===== src/verilog/scope_pkg.sv =====
`default_nettype none

package scope_pkg;

	////////////////////////////////////////
	// widths
	////////////////////////////////////////

	localparam int sample_w = 12;
	localparam int trace_w  = 8;
	localparam int num_ch   = 4;
	localparam int col_aw   = 10;
	localparam int row_w    = 10;

	////////////////////////////////////////
	// screen geometry
	////////////////////////////////////////

	// visible columns and how far back the scroll reaches
	localparam int screen_cols = 800;
	// scope area is the lower part of the 480 line screen
	localparam int trace_top   = 224;
	localparam int band_step   = 32;
	// grid lines where x low bits are all ones or y low bits are zero
	localparam int grid_x_mask = 63;
	localparam int grid_y_mask = 0;

	////////////////////////////////////////
	// colours
	////////////////////////////////////////

	localparam logic [23:0] color_white = 24'hffffff;
	localparam logic [23:0] color_red   = 24'hff0000;
	localparam logic [23:0] color_green = 24'h00ff00;
	localparam logic [23:0] color_blue  = 24'h0000ff;
	localparam logic [23:0] color_grey  = 24'h808080;
	localparam logic [23:0] color_black = 24'h000000;

	////////////////////////////////////////
	// shared types
	////////////////////////////////////////

	typedef struct packed {
		logic [sample_w-1:0] a0;
		logic [sample_w-1:0] a1;
		logic [sample_w-1:0] b0;
		logic [sample_w-1:0] b1;
	} sample_set_t;

	// one channel, already cut down to trace resolution
	typedef struct packed {
		logic [trace_w-1:0] min;
		logic [trace_w-1:0] max;
	} trace_minmax_t;

	// one buffer column
	typedef struct packed {
		trace_minmax_t a0;
		trace_minmax_t a1;
		trace_minmax_t b0;
		trace_minmax_t b1;
	} column_t;

	typedef struct packed {
		logic [row_w-1:0] x;
		logic [row_w-1:0] y;
	} raster_pos_t;

	typedef struct packed {
		logic [7:0] red;
		logic [7:0] green;
		logic [7:0] blue;
	} rgb_t;

	// listed in colour priority order, highest first
	typedef enum logic [2:0] {
		src_a0,
		src_a1,
		src_b0,
		src_b1,
		src_grid,
		src_none
	} pixel_src_e;

endpackage

`default_nettype wire


===== src/verilog/frame_minmax.sv =====
`timescale 1ns/10ps
`default_nettype none

module frame_minmax
	import scope_pkg::*;
(
	input  wire logic        clk,
	input  wire logic        reset,
	input  wire logic        vsync,
	input  wire logic        ad_strobe,
	input  wire sample_set_t samples,
	output column_t          latched
);

	logic                vsync_s;
	logic                boundary;
	logic [sample_w-1:0] smp     [num_ch];
	logic [sample_w-1:0] run_min [num_ch];
	logic [sample_w-1:0] run_max [num_ch];
	logic [sample_w-1:0] lat_min [num_ch];
	logic [sample_w-1:0] lat_max [num_ch];

	// channel index order a0, a1, b0, b1
	assign smp[0] = samples.a0;
	assign smp[1] = samples.a1;
	assign smp[2] = samples.b0;
	assign smp[3] = samples.b1;

	// vsync rising edge as seen by the strobe
	assign boundary = ad_strobe && vsync && !vsync_s;

	////////////////////////////////////////
	// running and latched min/max
	////////////////////////////////////////

	always_ff @(posedge clk) begin
		if (reset) begin
			vsync_s <= 1'b0;
			for (int k = 0; k < num_ch; k++) begin
				run_min[k] <= '0;
				run_max[k] <= '0;
				lat_min[k] <= '0;
				lat_max[k] <= '0;
			end
		end else if (ad_strobe) begin
			vsync_s <= vsync;
			for (int k = 0; k < num_ch; k++) begin
				if (boundary) begin
					// new frame starts from this sample while the old one is held
					run_min[k] <= smp[k];
					run_max[k] <= smp[k];
					lat_min[k] <= run_min[k];
					lat_max[k] <= run_max[k];
				end else begin
					if (smp[k] < run_min[k]) begin
						run_min[k] <= smp[k];
					end
					if (smp[k] > run_max[k]) begin
						run_max[k] <= smp[k];
					end
				end
			end
		end
	end

	// only the top bits go to the display
	assign latched.a0.min = lat_min[0][sample_w-1 -: trace_w];
	assign latched.a0.max = lat_max[0][sample_w-1 -: trace_w];
	assign latched.a1.min = lat_min[1][sample_w-1 -: trace_w];
	assign latched.a1.max = lat_max[1][sample_w-1 -: trace_w];
	assign latched.b0.min = lat_min[2][sample_w-1 -: trace_w];
	assign latched.b0.max = lat_max[2][sample_w-1 -: trace_w];
	assign latched.b1.min = lat_min[3][sample_w-1 -: trace_w];
	assign latched.b1.max = lat_max[3][sample_w-1 -: trace_w];

endmodule

`default_nettype wire


===== config.mk =====
export PLATFORM = sky130hd
export DESIGN_NAME = frame_minmax
export DESIGN_NICKNAME = d
export VERILOG_FILES = /design/src/verilog/scope_pkg.sv /design/src/verilog/frame_minmax.sv
export SDC_FILE = /design/constraint.sdc
export NUM_CORES = 1
export LEC_CHECK = 0
export BUFFER_PORTS_ARGS = -buffer_cell sky130_fd_sc_hd__buf_4
export CORE_AREA = 2 2 154 156
export CTS_CLUSTER_SIZE = 16
export DETAILED_ROUTE_END_ITERATION = 8
export DIE_AREA = 0 0 156 158
export PLACE_DENSITY_LB_ADDON = 0.15
export SLEW_MARGIN = 20
export SYNTH_ARGS = -nofsm -noshare
export SYNTH_HDL_FRONTEND = slang
export SYNTH_SLANG_ARGS = --single-unit

===== constraint.sdc =====
create_clock -name clk -period 6.48 [get_ports clk]
set_input_delay 0.324 -clock clk [delete_from_list [all_inputs] [get_ports clk]]
set_output_delay 0.324 -clock clk [all_outputs]
set_load 0.1 [all_outputs]

==> reports/metrics.csv <==
metric,value,unit
fin_cells,1179,
crit_required,6790,ps
p_seq_share,43.0,%
diodes,0,
grt_pass1_vias,5618,
clock_skew,12.1,ps
port_buffers,115,
status,"complete, no violations",
p_leak,4.49,nW
die_h,158,µm
routabilityCongestion,0.760,
period_share,43.0,%
setup_tns,0,ps
fill_cells,2217,
synth_top_area_cell,edfxtp_1,
cts_tree,done,
powerDensity,291,nW/µm²
syn-instance-count,756,
drive_gt1_share,18.4,%
fp.dieW,156,µm
io_pins,116,
syn_avg_cell_area,11.1,µm²
reg2reg_from,vsync_s,
maxCapViolations,0,
endpoint_kind,register,
holdPathStages,2,
antenna_found_initial,0,
cts_resized,0,
die-area,24600,µm²
final_max_slew_viol_count,0,
critPathKind,reg2reg,
worst_setup_path_start_kind,register,
synth_area_leaders,"edfxtp_1, ha_1, nor2_1",
relSlewSlack,44.4,%
finalCriticalPeriod,2790,ps
p_int,0.00208,W
cts_made_buffers,17,
drc,0,
yosysUniqueCellTypes,41,
worstHoldStart,reset,
cp_max_fo,39,
synthToLayoutAreaGrowth,21.9,%
fp.coreArea,23100,µm²
clock_sinks,161,
rows,56,
reg2reg_depth,6,
clock_latency,440,ps
power_switching,0.000896,W
cts_root_buffer,clkbuf_16,
worstPathArrival,3090,ps
drt-initial-drc-count,261,
grt_overflow,0,
finalSetupViolations,0,
cts_setup_buffers,0,
ys_top_cells_by_count,"edfxtp_1, nor2_1, inv_1",
grt_first_pass_wirelength,30200,µm
initial_core_util,36.4,%
hp-class,in2reg,
ctsHoldBuffers,0,
r2r_setup_slack,3690,ps
synth_top_flop_cell,edfxtp_1,
drtAntennaViolNets,0,
hold_viol_final,0,
share_comb_of_total_power,20.8,%
placed_cells,1147,
syn-cell-area,8390,µm²
grt_usage,16.0,%
power_frac_clock,36.2,%
grt_setup_unrepaired,no,
worstMarginPinSlew,834,ps
drt-total-wl,18600,µm
routedWlPerCell,15.8,µm
crit_start,vsync_s,
cts_buffer_depth,2,
final_net_count,1020,
ys_ff_latch,161,
synth_edf_count,160,
yosysWarningCount,0,
synthArstFlopShare,0,%
grt_max_degree,48,
htreeDepth,4,
via_per_inst,4.83,
synth_top_area_share,57.3,%
ir_drop,0.141,mV
post-dp-hpwl,13500,µm
p_sw_share,30.1,%
drt_pass1_iterations,4,
vias,5700,
clk_pin_slew,70,ps
max_freq,359,MHz
syn_nets,900,
synth_most_common_cell,edfxtp_1,
ys_seq_area_share,57.5,%
final timing paths:
path,endpoint
max,run_min[2][5]
min,vsync_s
max reg2reg,run_min[2][5]
min reg2reg,vsync_s
critical path: stages, from the launching register on:
cell and delay [ps]:
dfxtp_1 330, nand2b_2 280, or2_2 600, buf_4 380, and3_1 230, a22oi_1 590, and2_1 220
registers in the layout, summed over array words and instances, names as in the netlist:
register	count
lat_max	32
run_max	48
vsync_s	1
lat_min	32
run_min	48
layer usage:
layer  wire length (µm)  up-vias  global-route usage (%)  part of all wire (%)
met5                  0        -                       0                     0
met4                231        0                    5.33                   1.2
met3                789       15                    3.31                   4.2
met2               8730      109                    25.7                    47
met1               8850     2718                    21.8                    48
li1                   -     2858                       -                     -
through the flow:
| stage | total power [W] | utilization [%] | setup slack, ps | hold WS [ps] | area, µm² |
|---|---|---|---|---|---|
| 3_5_place_dp | 0.00193 | 41.6 | 3620 | 518 | 9590 |
| 6_report | 0.00297 | 44.4 | 3690 | 76.0 | 10200 |
| 4_1_cts | 0.00300 | 44.3 | 3640 | 55.7 | 10200 |
| 5_1_grt | 0.00311 | 44.4 | 3420 | 63.4 | 10200 |
| 2_1_floorplan | 0.00175 | - | 3270 | 396 | 8390 |
| 3_3_place_gp | 0.00192 | 41.6 | 3630 | 521 | 9580 |
power by group through the flow:
stage | logic [W] | clock network, W | registers [W]
floorplan | 0.000257 | 0 | 0.00149
global placement | 0.000616 | 0 | 0.00130
detailed placement | 0.000623 | 0 | 0.00130
CTS | 0.000626 | 0.00110 | 0.00128
global route | 0.000685 | 0.00113 | 0.00129
finish | 0.000617 | 0.00108 | 0.00128
cells by family after synthesis:
group,share of synthesized area [%]
and+or+nand+nor,16.4
AOI/OAI and AO/OA,6.38
adders and majority gates,13.7
buffers and inverters,5.84
DFF,57.5
muxes,0.119
final cells by class:
class	instances	area, µm²	area share (%)
well taps	290	363	3.55
inverters	104	392	3.83
repair buffers	123	923	9.03
clock buffers	19	433	4.23
flip-flops and latches	161	4820	47.2
clock inverters	13	184	1.80
multi-input cells	469	3110	30.4
cell usage in the layout, fill, tap and decap left out, drive strengths merged, types with 2 or more instances in the layout:
cell,n
clkinv,7
a2111oi,3
and2,38
inv,105
nor2,124
a31oi,9
nor3,5
or3,2
clkbuf,19
nand3,5
edfxtp,160
nor2b,2
nand4,11
bufinv,4
a221oi,6
buf,123
o21ai,11
ha,92
and3,22
a41oi,4
nor4,2
a2111o,2
a21oi,27
nand2b,8
a221o,4
o21a,4
a21o,4
nand2,75
o31a,2
Power figures use the tool's default switching activity.
