**config.mk**
```make
export PLATFORM = sky130hd
export DESIGN_NAME = trace_render
export DESIGN_NICKNAME = d
export VERILOG_FILES = /design/src/verilog/scope_pkg.sv /design/src/verilog/trace_render.sv
export SDC_FILE = /design/constraint.sdc
export NUM_CORES = 1
export LEC_CHECK = 0
export BUFFER_PORTS_ARGS = -buffer_cell sky130_fd_sc_hd__buf_2
export CAP_MARGIN = 0
export CORE_MARGIN = 8
export CORE_UTILIZATION = 40
export CTS_CLUSTER_SIZE = 12
export DETAILED_ROUTE_END_ITERATION = 10
export PLACE_DENSITY_LB_ADDON = 0.12
export SLEW_MARGIN = 25
export SYNTH_ARGS = -nofsm -noshare
export SYNTH_HDL_FRONTEND = slang
export SYNTH_SLANG_ARGS = --single-unit
```
**constraint.sdc**
```tcl
create_clock -name clk -period 4.1 [get_ports clk]
set_clock_uncertainty 0.2 [all_clocks]
set_input_delay 0.41 -clock clk [delete_from_list [all_inputs] [get_ports clk]]
set_output_delay 0.41 -clock clk [all_outputs]
set_load 0.01 [all_outputs]
```
**src/verilog/scope_pkg.sv**
```systemverilog
`default_nettype none

package scope_pkg;

	////////////////////////////////////////
	// widths
	////////////////////////////////////////

	localparam int sample_w = 12;
	localparam int trace_w  = 8;
	localparam int num_ch   = 4;
	localparam int col_aw   = 10;
	localparam int row_w    = 10;

	////////////////////////////////////////
	// screen geometry
	////////////////////////////////////////

	// visible columns and how far back the scroll reaches
	localparam int screen_cols = 800;
	// scope area is the lower part of the 480 line screen
	localparam int trace_top   = 224;
	localparam int band_step   = 32;
	// grid lines where x low bits are all ones or y low bits are zero
	localparam int grid_x_mask = 63;
	localparam int grid_y_mask = 0;

	////////////////////////////////////////
	// colours
	////////////////////////////////////////

	localparam logic [23:0] color_white = 24'hffffff;
	localparam logic [23:0] color_red   = 24'hff0000;
	localparam logic [23:0] color_green = 24'h00ff00;
	localparam logic [23:0] color_blue  = 24'h0000ff;
	localparam logic [23:0] color_grey  = 24'h808080;
	localparam logic [23:0] color_black = 24'h000000;

	////////////////////////////////////////
	// shared types
	////////////////////////////////////////

	typedef struct packed {
		logic [sample_w-1:0] a0;
		logic [sample_w-1:0] a1;
		logic [sample_w-1:0] b0;
		logic [sample_w-1:0] b1;
	} sample_set_t;

	// one channel, already cut down to trace resolution
	typedef struct packed {
		logic [trace_w-1:0] min;
		logic [trace_w-1:0] max;
	} trace_minmax_t;

	// one buffer column
	typedef struct packed {
		trace_minmax_t a0;
		trace_minmax_t a1;
		trace_minmax_t b0;
		trace_minmax_t b1;
	} column_t;

	typedef struct packed {
		logic [row_w-1:0] x;
		logic [row_w-1:0] y;
	} raster_pos_t;

	typedef struct packed {
		logic [7:0] red;
		logic [7:0] green;
		logic [7:0] blue;
	} rgb_t;

	// listed in colour priority order, highest first
	typedef enum logic [2:0] {
		src_a0,
		src_a1,
		src_b0,
		src_b1,
		src_grid,
		src_none
	} pixel_src_e;

endpackage

`default_nettype wire

```
**src/verilog/trace_render.sv**
```systemverilog
`timescale 1ns/10ps
`default_nettype none

module trace_render
	import scope_pkg::*;
(
	input  wire logic        clk,
	input  wire logic        reset,
	input  wire raster_pos_t pos,
	input  wire column_t     rd_data,
	output rgb_t             rgb
);

	raster_pos_t   pos_d1;
	raster_pos_t   pos_d2;
	trace_minmax_t ch [num_ch];
	logic          [num_ch-1:0] hit;
	logic          in_scope;
	logic          grid_hit;
	pixel_src_e    src;

	////////////////////////////////////////
	// position delay
	////////////////////////////////////////

	// two cycles covers rd_col plus the buffer read
	always_ff @(posedge clk) begin
		if (reset) begin
			pos_d1 <= '0;
			pos_d2 <= '0;
		end else begin
			pos_d1 <= pos;
			pos_d2 <= pos_d1;
		end
	end

	assign ch[0] = rd_data.a0;
	assign ch[1] = rd_data.a1;
	assign ch[2] = rd_data.b0;
	assign ch[3] = rd_data.b1;

	////////////////////////////////////////
	// hit tests
	////////////////////////////////////////

	// each channel has its own band, starting band_step rows lower
	for (genvar k = 0; k < num_ch; k++) begin : g_band
		logic [row_w-1:0] band_base;
		logic [row_w-1:0] rel_y;

		assign band_base = row_w'(trace_top + k * band_step);
		assign rel_y     = pos_d2.y - band_base;
		assign hit[k]    = (pos_d2.y >= band_base)
			&& (rel_y >= row_w'(ch[k].min))
			&& (rel_y <= row_w'(ch[k].max));
	end

	assign in_scope = pos_d2.y >= row_w'(trace_top);

	// vertical line every 64 columns, horizontal every 32 rows
	assign grid_hit = in_scope
		&& ((pos_d2.x[5:0] == 6'(grid_x_mask)) || (pos_d2.y[4:0] == 5'(grid_y_mask)));

	////////////////////////////////////////
	// colour priority
	////////////////////////////////////////

	// nothing can hit above trace_top, so those rows fall through to black
	always_comb begin
		if (hit[0]) begin
			src = src_a0;
		end else if (hit[1]) begin
			src = src_a1;
		end else if (hit[2]) begin
			src = src_b0;
		end else if (hit[3]) begin
			src = src_b1;
		end else if (grid_hit) begin
			src = src_grid;
		end else begin
			src = src_none;
		end
	end

	always_ff @(posedge clk) begin
		if (reset) begin
			rgb <= color_black;
		end else begin
			case (src)
				src_a0:   rgb <= color_white;
				src_a1:   rgb <= color_red;
				src_b0:   rgb <= color_green;
				src_b1:   rgb <= color_blue;
				src_grid: rgb <= color_grey;
				default:  rgb <= color_black;
			endcase
		end
	end

endmodule

`default_nettype wire

```
==> impl_results.md <==
* Average size of a mapped cell at between 8 and 9 µm²
* HPWL Detailed at between 5000 and 6000 µm
* Worst hold-check path type: in -> reg
* Number of I/O port buffers at 105
* Grt ovf at 0
* Via density at about 4.6
* Dominant cell type by area after synthesis: ha_1
* All-Layer GR Usage at around an eighth
* Clock slew at the register clock pins of the worst setup and hold paths at ~0.070 ns
* Setup TNS Final at 0 ns
* Synth Area in Compound Gates at between 10% and 20%
* R2r setup slk at approximately 0.89 ns
* Die height at approximately 100 µm
* I/O Pins at 110
* Die X at between 100 and 150 µm
* Fin crit share at about four fifths
* Most used DFF post-synth: dfxtp_1
* Share of layout cells above drive strength 1 at about a quarter
* Sink Count at 38
* Yosys top cell area share at 28.5%
* Status: complete, no violations
* Maximum clock rate at roughly 310 MHz
* Worst Path Required at between 4 and 5 ns
* Hold EP: pos_d1[10]
* Max-Cap Viols at 0
* Pwr/cell area at between 200 and 300 nW/µm²
* Arr. time, crit path at 3.21 ns
* Post-Syn Area at approximately 3000 µm²
* Vias at between 2000 and 3000
* Initial Util at approximately two fifths
* CTS buffer count at 5
* Final non-filler cell total at 550
* Post-synthesis adder-cell area fraction at approximately 29%
* Post-synthesis mux area share at 0%
* Fin nets at around 610
* Row cnt at 31
* Synthesis-to-finish area growth at 20.0%
* Main combinational cell family by area after synthesis: adder cells
* Seq/Total Area, Yosys at about a quarter
* Initial DRC count at between 60 and 70
* First-pass DRT Iterations at 4
* Clk Latency, worst-skew pair at between 0.2 and 0.3 ns
* Max Slew Vio Count at 0
* Placed cell count at 542
* Worst reg2reg startpoint: pos_d2[6]
* EDFF count, synth at 0
* GP Congestion at about 0.82
* Worst-case clock buffer depth at 2
* Global-route wire length before repair at 11100 µm
* Initial antenna violation count at 0
* Post-CTS setup buffers at 0
* Slew headroom at about three fifths
* Routed Antenna Nets at 0
* # DRC at 0
* Worst-Margin Slew at roughly 0.62 ns
* Hold_sp: pos[10]
* Hold depth at 2
* #FFs+latches synth at 38
* Synth Area in Simple Gates at around 16%
* Xor and xnor area share after synthesis at between 1 and 1.5%
* End of the worst register-to-register path: rgb[14]
* Hold_buf cts at 0
* Synth Instances at 361
* Post-synthesis cell type count at 43
* Min Tclk post-route at around 3.2 ns
* WS Path Type: reg -> reg
* Antenna diodes at 0
* Crit path capture type: flop
* Post-Route WL at 6800 µm
* VDD IR max at between 200 and 250 µV
* Clock root cell: clkbuf_8
* Final Hold Fails at 0
* RSZ-0062 raised after global routing: false
* R2R depth at 10
* H-tree Lvls at 2
* WL per Instance at approximately 12 µm
* Largest net degree at the start of global routing at 38
* Synth async-reset ratio at 0%
* Area of the core at about 7300 µm²
* Top post-synthesis cells by area: ha_1 29%, dfxtp_1 25%, inv_1 8.8%
* Number of global-route vias before repair at between 2000 and 3000
* Max FO, Critical Path at 7
* Setup violators final at 0
* CP Launch Type: flop
* Synth warnings at 0
* CTS tree: built
* DIE AREA at approximately 11000 µm²
* Leak at around 2.1 nW
* Syn_nets at about 520
* Post-CTS sizing at 0
[cell usage in the layout, fill, tap and decap left out, types with 2 or more instances in the layout]
cell	Yosys	layout
xor2_1	3	3
ha_1	69	69
nand4_1	10	10
nor2_1	9	9
a31oi_1	3	3
a211oi_1	4	4
or3_1	3	3
buf_2	1	105
o21a_1	4	4
o21ai_0	13	13
dfxtp_1	38	38
a211o_1	3	3
nor2b_1	34	34
inv_1	71	71
o2111ai_1	2	2
a21oi_1	23	23
nand2b_1	5	5
clkbuf_8	0	5
nor3_1	4	4
a21o_1	2	2
nand2_1	12	12
a21boi_0	2	2
clkinv_2	0	2
o221a_2	2	2
nand3_1	3	3
[layer usage]
layer | track usage, % | part of all wire [%] | vias up
met5 | 0 | 0 | -
met4 | 3.45 | 0.66 | 0
met3 | 2.70 | 6.1 | 6
met2 | 24.2 | 50 | 65
met1 | 14.6 | 43 | 1096
li1 | - | - | 1377
[cells by family (layout without fill, tap and decap cells)]
group                      count (synthesis)  in the layout
AOI/OAI and AO/OA                         69             69
xor gates and xnor gates                   4              4
adders and majority gates                 69             69
buffers and inverters                     95            185
DFF                                       38             38
and+or+nand+nor                           86             86
[where the power goes]
group / switching, mW / internal (mW)
clock network: 0.122 / 0.179
logic: 0.102 / 0.109
registers: 0.0135 / 0.386
[worst max path at each step]
stage	start	to	depth (start not counted)
finish	pos_d2[6]	rgb[14]	10
CTS	pos_d2[6]	rgb[14]	10
global placement	pos_d2[6]	rgb[14]	10
floorplan	pos_d2[5]	rgb[23]	9
detailed placement	pos_d2[6]	rgb[14]	10
global route	pos_d2[6]	rgb[14]	10
[cell usage after synthesis (2+ instances only)]
cell and n:
nand2b_1 5, nor3_1 4, o21ai_0 13, a31oi_1 3, o21a_1 4, xor2_1 3, nand4_1 10, nand2_1 12
ha_1 69, nor2_1 9, buf_4 18, o2111ai_1 2, inv_1 71, o221a_2 2, or3_1 3, clkbuf_1 5
a21oi_1 23, nor2b_1 34, a21o_1 2, dfxtp_1 38, a21boi_0 2, nand3_1 3, a211o_1 3, a211oi_1 4
[final cells by class]
type | instances | area (µm²)
clock inverters | 3 | 40.0
flip-flops and latches | 38 | 761
multi-input cells | 228 | 1840
well taps | 99 | 124
fillers | 732 | 3660
clock buffers | 5 | 68.8
inverters | 71 | 267
repair buffers | 106 | 533
[stage by stage]
stage	utilization (%)	power [mW]	instance area [µm²]	hold WS (ns)	setup WS [ns]
after floorplan	-	0.548	3030	0.214	1.17
after global placement	48.4	0.616	3530	0.221	0.936
after detailed placement	48.4	0.621	3530	0.223	0.870
after CTS	49.9	0.927	3640	0.120	0.840
after global routing	49.9	0.979	3640	0.118	0.657
final	49.9	0.911	3640	0.131	0.893
[critical path, stage by stage, from the launching register on]
cell and delay [ns]:
dfxtp_1 0.45, inv_1 0.17, ha_1 0.23, xor2_1 0.22
ha_1 0.30, a211oi_1 0.24, o21ai_0 0.11, o221a_2 0.28
or4_1 0.58, nand2b_1 0.19, a21oi_1 0.16
[registers in the layout, summed over array words and instances (netlist names)]
name and count:
pos_d1 16, rgb 6, pos_d2 16
(Power assumes the default switching activity.)
