===== config.mk =====
export PLATFORM = sky130hd
export DESIGN_NAME = raster_position
export DESIGN_NICKNAME = d
export VERILOG_FILES = /design/src/verilog/scope_pkg.sv /design/src/verilog/raster_position.sv
export SDC_FILE = /design/constraint.sdc
export NUM_CORES = 1
export LEC_CHECK = 0
export BUFFER_PORTS_ARGS = -buffer_cell sky130_fd_sc_hd__buf_4
export CAP_MARGIN = 5
export CORE_MARGIN = 8
export CORE_UTILIZATION = 52
export DETAILED_ROUTE_END_ITERATION = 6
export MAX_ROUTING_LAYER = met4
export PLACE_DENSITY = 0.84
export SETUP_SLACK_MARGIN = 0.4
export SKIP_CTS_REPAIR_TIMING = 1
export SLEW_MARGIN = 20
export SYNTH_ARGS = -nofsm -noshare
export SYNTH_HDL_FRONTEND = slang
export SYNTH_SLANG_ARGS = --single-unit

===== constraint.sdc =====
create_clock -name clk -period 2.5 [get_ports clk]
set_input_delay 0.125 -clock clk [delete_from_list [all_inputs] [get_ports clk]]
set_output_delay 0.125 -clock clk [all_outputs]
set_load 0.005 [all_outputs]

===== src/verilog/scope_pkg.sv =====
`default_nettype none

package scope_pkg;

	////////////////////////////////////////
	// widths
	////////////////////////////////////////

	localparam int sample_w = 12;
	localparam int trace_w  = 8;
	localparam int num_ch   = 4;
	localparam int col_aw   = 10;
	localparam int row_w    = 10;

	////////////////////////////////////////
	// screen geometry
	////////////////////////////////////////

	// visible columns and how far back the scroll reaches
	localparam int screen_cols = 800;
	// scope area is the lower part of the 480 line screen
	localparam int trace_top   = 224;
	localparam int band_step   = 32;
	// grid lines where x low bits are all ones or y low bits are zero
	localparam int grid_x_mask = 63;
	localparam int grid_y_mask = 0;

	////////////////////////////////////////
	// colours
	////////////////////////////////////////

	localparam logic [23:0] color_white = 24'hffffff;
	localparam logic [23:0] color_red   = 24'hff0000;
	localparam logic [23:0] color_green = 24'h00ff00;
	localparam logic [23:0] color_blue  = 24'h0000ff;
	localparam logic [23:0] color_grey  = 24'h808080;
	localparam logic [23:0] color_black = 24'h000000;

	////////////////////////////////////////
	// shared types
	////////////////////////////////////////

	typedef struct packed {
		logic [sample_w-1:0] a0;
		logic [sample_w-1:0] a1;
		logic [sample_w-1:0] b0;
		logic [sample_w-1:0] b1;
	} sample_set_t;

	// one channel, already cut down to trace resolution
	typedef struct packed {
		logic [trace_w-1:0] min;
		logic [trace_w-1:0] max;
	} trace_minmax_t;

	// one buffer column
	typedef struct packed {
		trace_minmax_t a0;
		trace_minmax_t a1;
		trace_minmax_t b0;
		trace_minmax_t b1;
	} column_t;

	typedef struct packed {
		logic [row_w-1:0] x;
		logic [row_w-1:0] y;
	} raster_pos_t;

	typedef struct packed {
		logic [7:0] red;
		logic [7:0] green;
		logic [7:0] blue;
	} rgb_t;

	// listed in colour priority order, highest first
	typedef enum logic [2:0] {
		src_a0,
		src_a1,
		src_b0,
		src_b1,
		src_grid,
		src_none
	} pixel_src_e;

endpackage

`default_nettype wire


===== src/verilog/raster_position.sv =====
`timescale 1ns/10ps
`default_nettype none

module raster_position
	import scope_pkg::*;
(
	input  wire logic              clk,
	input  wire logic              reset,
	input  wire logic              blank,
	input  wire logic              vsync,
	input  wire logic [col_aw-1:0] wr_col,
	output raster_pos_t            pos,
	output logic      [col_aw-1:0] rd_col
);

	logic blank_d1;
	logic line_start;

	// first cycle of blank marks the end of a line
	assign line_start = blank && !blank_d1;

	////////////////////////////////////////
	// column and row counters
	////////////////////////////////////////

	always_ff @(posedge clk) begin
		if (reset) begin
			blank_d1 <= 1'b0;
			pos      <= '0;
		end else begin
			blank_d1 <= blank;

			if (blank) begin
				pos.x <= '0;
			end else begin
				pos.x <= pos.x + 1'b1;
			end

			if (vsync) begin
				pos.y <= '0;
			end else if (line_start) begin
				pos.y <= pos.y + 1'b1;
			end
		end
	end

	////////////////////////////////////////
	// scrolled read column
	////////////////////////////////////////

	// offset so that the newest column lands on the rightmost pixel
	always_ff @(posedge clk) begin
		if (reset) begin
			rd_col <= '0;
		end else begin
			rd_col <= wr_col - col_aw'(screen_cols - 1) + col_aw'(pos.x);
		end
	end

endmodule

`default_nettype wire


==> results of run 1 <==
## layout make-up
class / instances / share of cell area (%)
Clock buffer: 8 / 3.102
Inverter: 18 / 3.046
Multi-Input combinational cell: 134 / 46.59
Sequential cell: 31 / 28.54
Tap cell: 44 / 2.482
Timing Repair Buffer: 48 / 16.24
## state kept, by name (all words and copies together), names as in the netlist
signal and flops:
rd_col 10, pos 20, blank_d1 1
## Yosys cell counts, types with 2 or more instances
cell type and n:
xnor2_1 8, nor4_1 2, inv_1 18, nand4_1 3, dfxtp_1 31, a21oi_1 5, nand2_1 6, o311ai_0 2
or3_1 3, o21bai_1 2, nor2b_1 5, o21ai_0 9, nand2b_1 2, and4b_1 2, xor2_1 10, nor2_1 27
nand4b_1 2, ha_1 19, a211oi_1 3, or2_2 2, nand3_1 7, clkbuf_1 4
## worst max-delay path by stage
stage | endpoint | start | slack (ps) | cells past startpoint
2_1_floorplan | rd_col[9] | pos[11] | 410 | 7
3_3_place_gp | rd_col[9] | pos[11] | 330 | 7
3_5_place_dp | rd_col[9] | pos[11] | 300 | 7
4_1_cts | rd_col[9] | pos[11] | 270 | 7
5_1_grt | rd_col[6] | pos[12] | 340 | 5
6_report | rd_col[8] | pos[12] | 410 | 6
## worst reg2reg max path: cells and delay by family (launching register included)
family | cells | cell delay, ps
mux | 1 | 350
fa+ha+maj | 2 | 660
compound gates | 3 | 560
flops | 1 | 420
## power breakdown
group	total (µW)	leakage (µW)	internal (µW)	switching, µW
clock network	334	0.0000386	165	169
logic	173	0.000685	92.9	79.8
registers	519	0.000257	512	7.70
total	1030	0.000980	770	256
## layer usage
metal / routed length [µm] / vias up / part of all wire, % / GRT usage [%]
met5: 0 / - / 0 / -
met4: 55 / 0 / 1.4 / 6.000
met3: 264 / 4 / 6.8 / 4.808
met2: 1823 / 51 / 47 / 22.56
met1: 1763 / 662 / 45 / 17.46
li1: - / 740 / - / -
## logic make-up after synthesis
family	count (synthesis)	share of synthesized area, %
xor+xnor	18	9.474
mux	2	1.278
flops	31	37.29
fa+ha+maj	20	15.49
simple gates	66	20.45
buf+inv	22	4.962
compound gates	28	11.05
## per-stage QoR
stage          total power, µW  worst slack (ps)
3_5_place_dp             679.3             303.1
2_1_floorplan            615.4             406.6
5_1_grt                   1075             342.9
3_3_place_gp             675.0             332.5
6_report                  1026             414.5
4_1_cts                   1007             266.9
==> qor.yml, run 1 <==
synthesis:
  ys_warn_count: 0
  synth.area.top_cells: "dfxtp_1 37%, ha_1 14%, nor2_1 6.1%"
  syn_area_um2: 1664
  synthCells: 187
  synth-main-ff-cell: "dfxtp_1"
  ys_seq_elements: 31
  netlist.area_leader.share_pct: 37.29
  syn_area_per_cell_um2: 8.899
  synth_nets: 221
  synthArstFlopShare_pct: 0
  synth.distinct_cells: 37
  ys_seq_area_share_pct: 37.29
  synth_area_leader_cell: "dfxtp_1"
  synth_edf_count: 0
floorplan:
  num_rows: 20
  boundaryPins: 44
  die-width_um: 72.57
  design.core.area_um2: 3053
  die_h_um: 72.57
  die_area_um2: 5266
  initial_utilization_pct: 54.51
timing:
  hold_viol: 0
  hold_slack_ps: 34.38
  setup_tns_ps: 0
  rsz0062_at_grt: "true"
  clock.fmax_mhz: 479.5
  slew-limit-headroom_pct: 73.56
  period_share_pct: 83.42
  tightestPinTransition_ps: 391.7
  finalSetupViolCount: 0
  slew_viol_final: 0
  period_needed_ps: 2086
  skew_ps: 12.21
power_and_ir_drop:
  leakage_uw: 0.0009801
  powerDensity_nw_per_um2: 462.6
  ir_drop_mv: 0.2161
clock_tree:
  clock_latency_ps: 340
  cts_buffers: 5
  cts.clk_slew.worst_paths_ps: 90
  h-tree-depth: 2
  clock_sinks: 31
  cts_root_buf: "clkbuf_4"
  clk_path_buf_depth: 2
  tritoncts: "built"
placement:
  dp_hpwl_um: 2749
  gp_congestion: 0.8084
  dp_cells: 270
  numPortBuffers: 43
  post_dp_cell_area_um2: 2031
status:
  status: "finished clean"
routing:
  wl_um: 3907
  firstDrtPassIters: 4
  via_per_inst: 5.148
  post-route-drc-count: 0
  detail_route.wl_per_cell_um: 13.81
  first_iter_violations: 106
  ant_nets: 0
  vias: 1457
global_routing:
  grt.overflow.total: 0
  grt_pass1_vias: 1340
  grt_pass1_wl_um: 6072
  gr-usage-all-layers_pct: 14.77
  grt_max_degree: 16
  antenna_found_initial: 0
worst_setup_path:
  r2r-start: "pos[12]"
  arrival_ps: 2310
  rr_worst_depth: 6
  path_cells: "ha_1 > ha_1 > a211oi_2 > o21bai_1 > o22ai_1 > mux2_2"
  cp_slowest_stage_delay_ps: 420
  cp_max_fo: 7
  worst-path-buf-inv: 0
  worstSetupPathType: "flop to flop"
  cpMostUsedCell: "ha_1"
  cpLargestDelayFamily: "adder cells"
  r2r_setup_slack_ps: 410
  cp-end-kind: "flop"
  crit_slowest_cell: "dfxtp_2"
  worst_setup_path_start_kind: "flop"
  r2r_end: "rd_col[8]"
  worstPathRequired_ps: 2730
final_layout:
  finalInstanceArea_um2: 2218
  area_growth_pct: 33.31
  seq_area_um2: 633.1
  num_antenna_cells: 0
  multi_input_area_um2: 1033
  drive_gt1_share_pct: 32.64
  fillers: 238
  mostFrequentLayoutCells: "48 x buf_4, 27 x nor2_1, 25 x dfxtp_1"
  fin_util_pct: 72.66
  layout.nets: 272
  instances_no_fill: 283
  final_common_cell: "buf_4"
worst_hold_path:
  min_to: "blank_d1"
  hold_path.startpoint: "blank"
  hold_path.class: "input port to flop"
  holdPathStages: 2
job:
  cap_violations: 0
No activity file was read; power rests on OpenSTA's default activity.
==> run 2, diff against run 1 <==
- ABC_AREA: unset -> 1
- clock period: 2.5 -> 2.15 ns (I/O delays scaled with it)
==> run 2 against run 1 <==
  * Setup slack better by 53 ps
  * Synthesized cell count grew 27%
  * Register-to-register slack better by 50 ps
  * Critical path type unchanged
==> qor.yml, run 2 <==
worst_setup_path:
  worstPathRequired_ps: 2370
  worstSetupPathType: "flop to flop"
  crit_slowest_cell: "dfxtp_2"
  worst_setup_path_start_kind: "flop"
  cp_slowest_stage_delay_ps: 360
  cp_max_fo: 6
  cpMostUsedCell: "nand2_1"
  path_cells: "inv_1 > ha_1 > inv_1 > ha_4 > nand2_1 > nand2_1 > a21oi_2 > nand3_1 > nand2_1 > nor2_1"
  cp-end-kind: "flop"
  arrival_ps: 1910
synthesis:
  synthArstFlopShare_pct: 0
  ys_warn_count: 0
  synth_nets: 271
  synth-main-ff-cell: "dfxtp_1"
  ys_seq_elements: 31
  syn_area_per_cell_um2: 7.132
  syn_area_um2: 1690
  synth.most_common_cell: "inv_1"
  synthCells: 237
  synth_edf_count: 0
  netlist.area_leader.share_pct: 36.71
  synthTopCellsByCount: "51 x inv_1, 45 x nand2_1, 31 x dfxtp_1"
  synth_area_leader_cell: "dfxtp_1"
  synth.area.top_cells: "dfxtp_1 37%, ha_1 14%, inv_1 11%"
  synth.distinct_cells: 17
  ys_seq_area_share_pct: 36.71
final_layout:
  top_regs: "pos x20, rd_col x10, blank_d1 x1"
  seq_area_um2: 633.1
  multi_input_area_um2: 975.9
  area_growth_pct: 35.31
  largest_register_ffs: 20
  fin_util_pct: 74.31
  mostFrequentLayoutCells: "51 x inv_1, 46 x buf_4, 42 x nand2_1"
  instances_no_fill: 336
  layout.nets: 325
  fillers: 225
  regMostFlops: "pos"
  final_common_cell: "inv_1"
  drive_gt1_share_pct: 28.08
  num_antenna_cells: 0
status:
  status: "finished clean"
placement:
  dp_cells: 324
  dp_hpwl_um: 2789
  numPortBuffers: 43
  gp_congestion: 0.8328
power_and_ir_drop:
  switchingPower_uw: 300.9
  p_sw_share_pct: 25.49
  p_seq_share_pct: 51.1
  leakage_uw: 0.001115
  ir_drop_mv: 0.4948
  intPower_uw: 879.5
  combPwrFrac_pct: 16.0
  clock_power_share_pct: 32.9
  finalPower_uw: 1180
  powerDensity_nw_per_um2: 516.1
timing:
  tightestPinTransition_ps: 505.6
  period_needed_ps: 1682
  skew_ps: 7.234
  setup_tns_ps: 0
  period_share_pct: 78.25
  finalSetupViolCount: 0
  rsz0062_at_grt: "true"
  hold_viol: 0
  slew_viol_final: 0
  clock.fmax_mhz: 594.4
  slew-limit-headroom_pct: 66.17
clock_tree:
  h-tree-depth: 2
  cts_buffers: 5
  cts_root_buf: "clkbuf_4"
  clk_path_buf_depth: 2
  clock_latency_ps: 330
  clock_sinks: 31
  cts.clk_slew.worst_paths_ps: 90
  tritoncts: "built"
floorplan:
  die_h_um: 73.02
  die-width_um: 73.02
  die_area_um2: 5331
  num_rows: 20
  initial_utilization_pct: 54.92
  design.core.area_um2: 3078
  boundaryPins: 44
job:
  cap_violations: 0
routing:
  first_iter_violations: 102
  firstDrtPassIters: 6
  vias: 1620
  detail_route.wl_per_cell_um: 11.46
  wl_um: 3849
  ant_nets: 0
  via_per_inst: 4.821
  post-route-drc-count: 0
global_routing:
  gr-usage-all-layers_pct: 13.89
  grt_pass1_wl_um: 5809
  grt_pass1_vias: 1415
  antenna_found_initial: 0
  grt.overflow.total: 0
  grt_max_degree: 11
worst_hold_path:
  hold_path.class: "input port to flop"
run 2: final cells by class:
class	instances	share of cell area, %
Sequential cell	31	27.68
Clock buffer	7	2.845
Multi-Input combinational cell	154	42.67
Clock inverter	1	0.3282
Timing Repair Buffer	47	15.54
Inverter	52	8.534
Tap cell	44	2.407
run 2: cell families (layout without fill, tap and decap cells):
group	Yosys count	in the layout	synth area share [%]
DFF	31	31	36.71
adders and majority gates	20	20	15.25
AOI/OAI and AO/OA	38	38	11.25
buffers and inverters	52	107	11.55
xor gates and xnor gates	1	1	0.5182
and+or+nand+nor	95	95	24.72
run 2: worst paths after layout:
path	from	end	slack (ps)	cells past startpoint
min reg2reg	pos[10]	pos[10]	460	1
max	pos[15]	rd_col[8]	470	10
max reg2reg	pos[15]	rd_col[8]	470	10
min	blank	blank_d1	40	3
run 2: per-stage QoR:
step / setup WS [ps] / hold WS [ps] / instance area [µm²]
6_report: 467.5 / 39.13 / 2287
5_1_grt: 366.8 / 57.26 / 2287
4_1_cts: 288.7 / -33.08 / 2141
3_5_place_dp: 317.8 / 324.1 / 2068
3_3_place_gp: 371.2 / 321.0 / 2068
2_1_floorplan: 442.6 / 174.2 / 1690
run 2: worst max-delay path, delay by kind of cell, from the launching register on:
| kind | cells | cell delay (ps) |
|---|---|---|
| adders and majority gates | 2 | 520 |
| DFF | 1 | 360 |
| and+or+nand+nor | 5 | 340 |
| buffers and inverters | 2 | 200 |
| AOI/OAI and AO/OA | 1 | 170 |
run 2: power groups by stage:
stage	clock network, µW	logic, µW	registers [µW]
2_1_floorplan	0	87.4	619
3_3_place_gp	0	157	617
3_5_place_dp	0	159	617
4_1_cts	399	160	604
5_1_grt	422	215	606
6_report	388	189	603
run 2: routing by layer:
layer	routed length (µm)	share of wire, %	GRT usage, %
met1	1761	46	16.96
met2	1852	48	20.75
met3	181	4.7	3.571
met4	54	1.4	6.667
met5	0	0	-
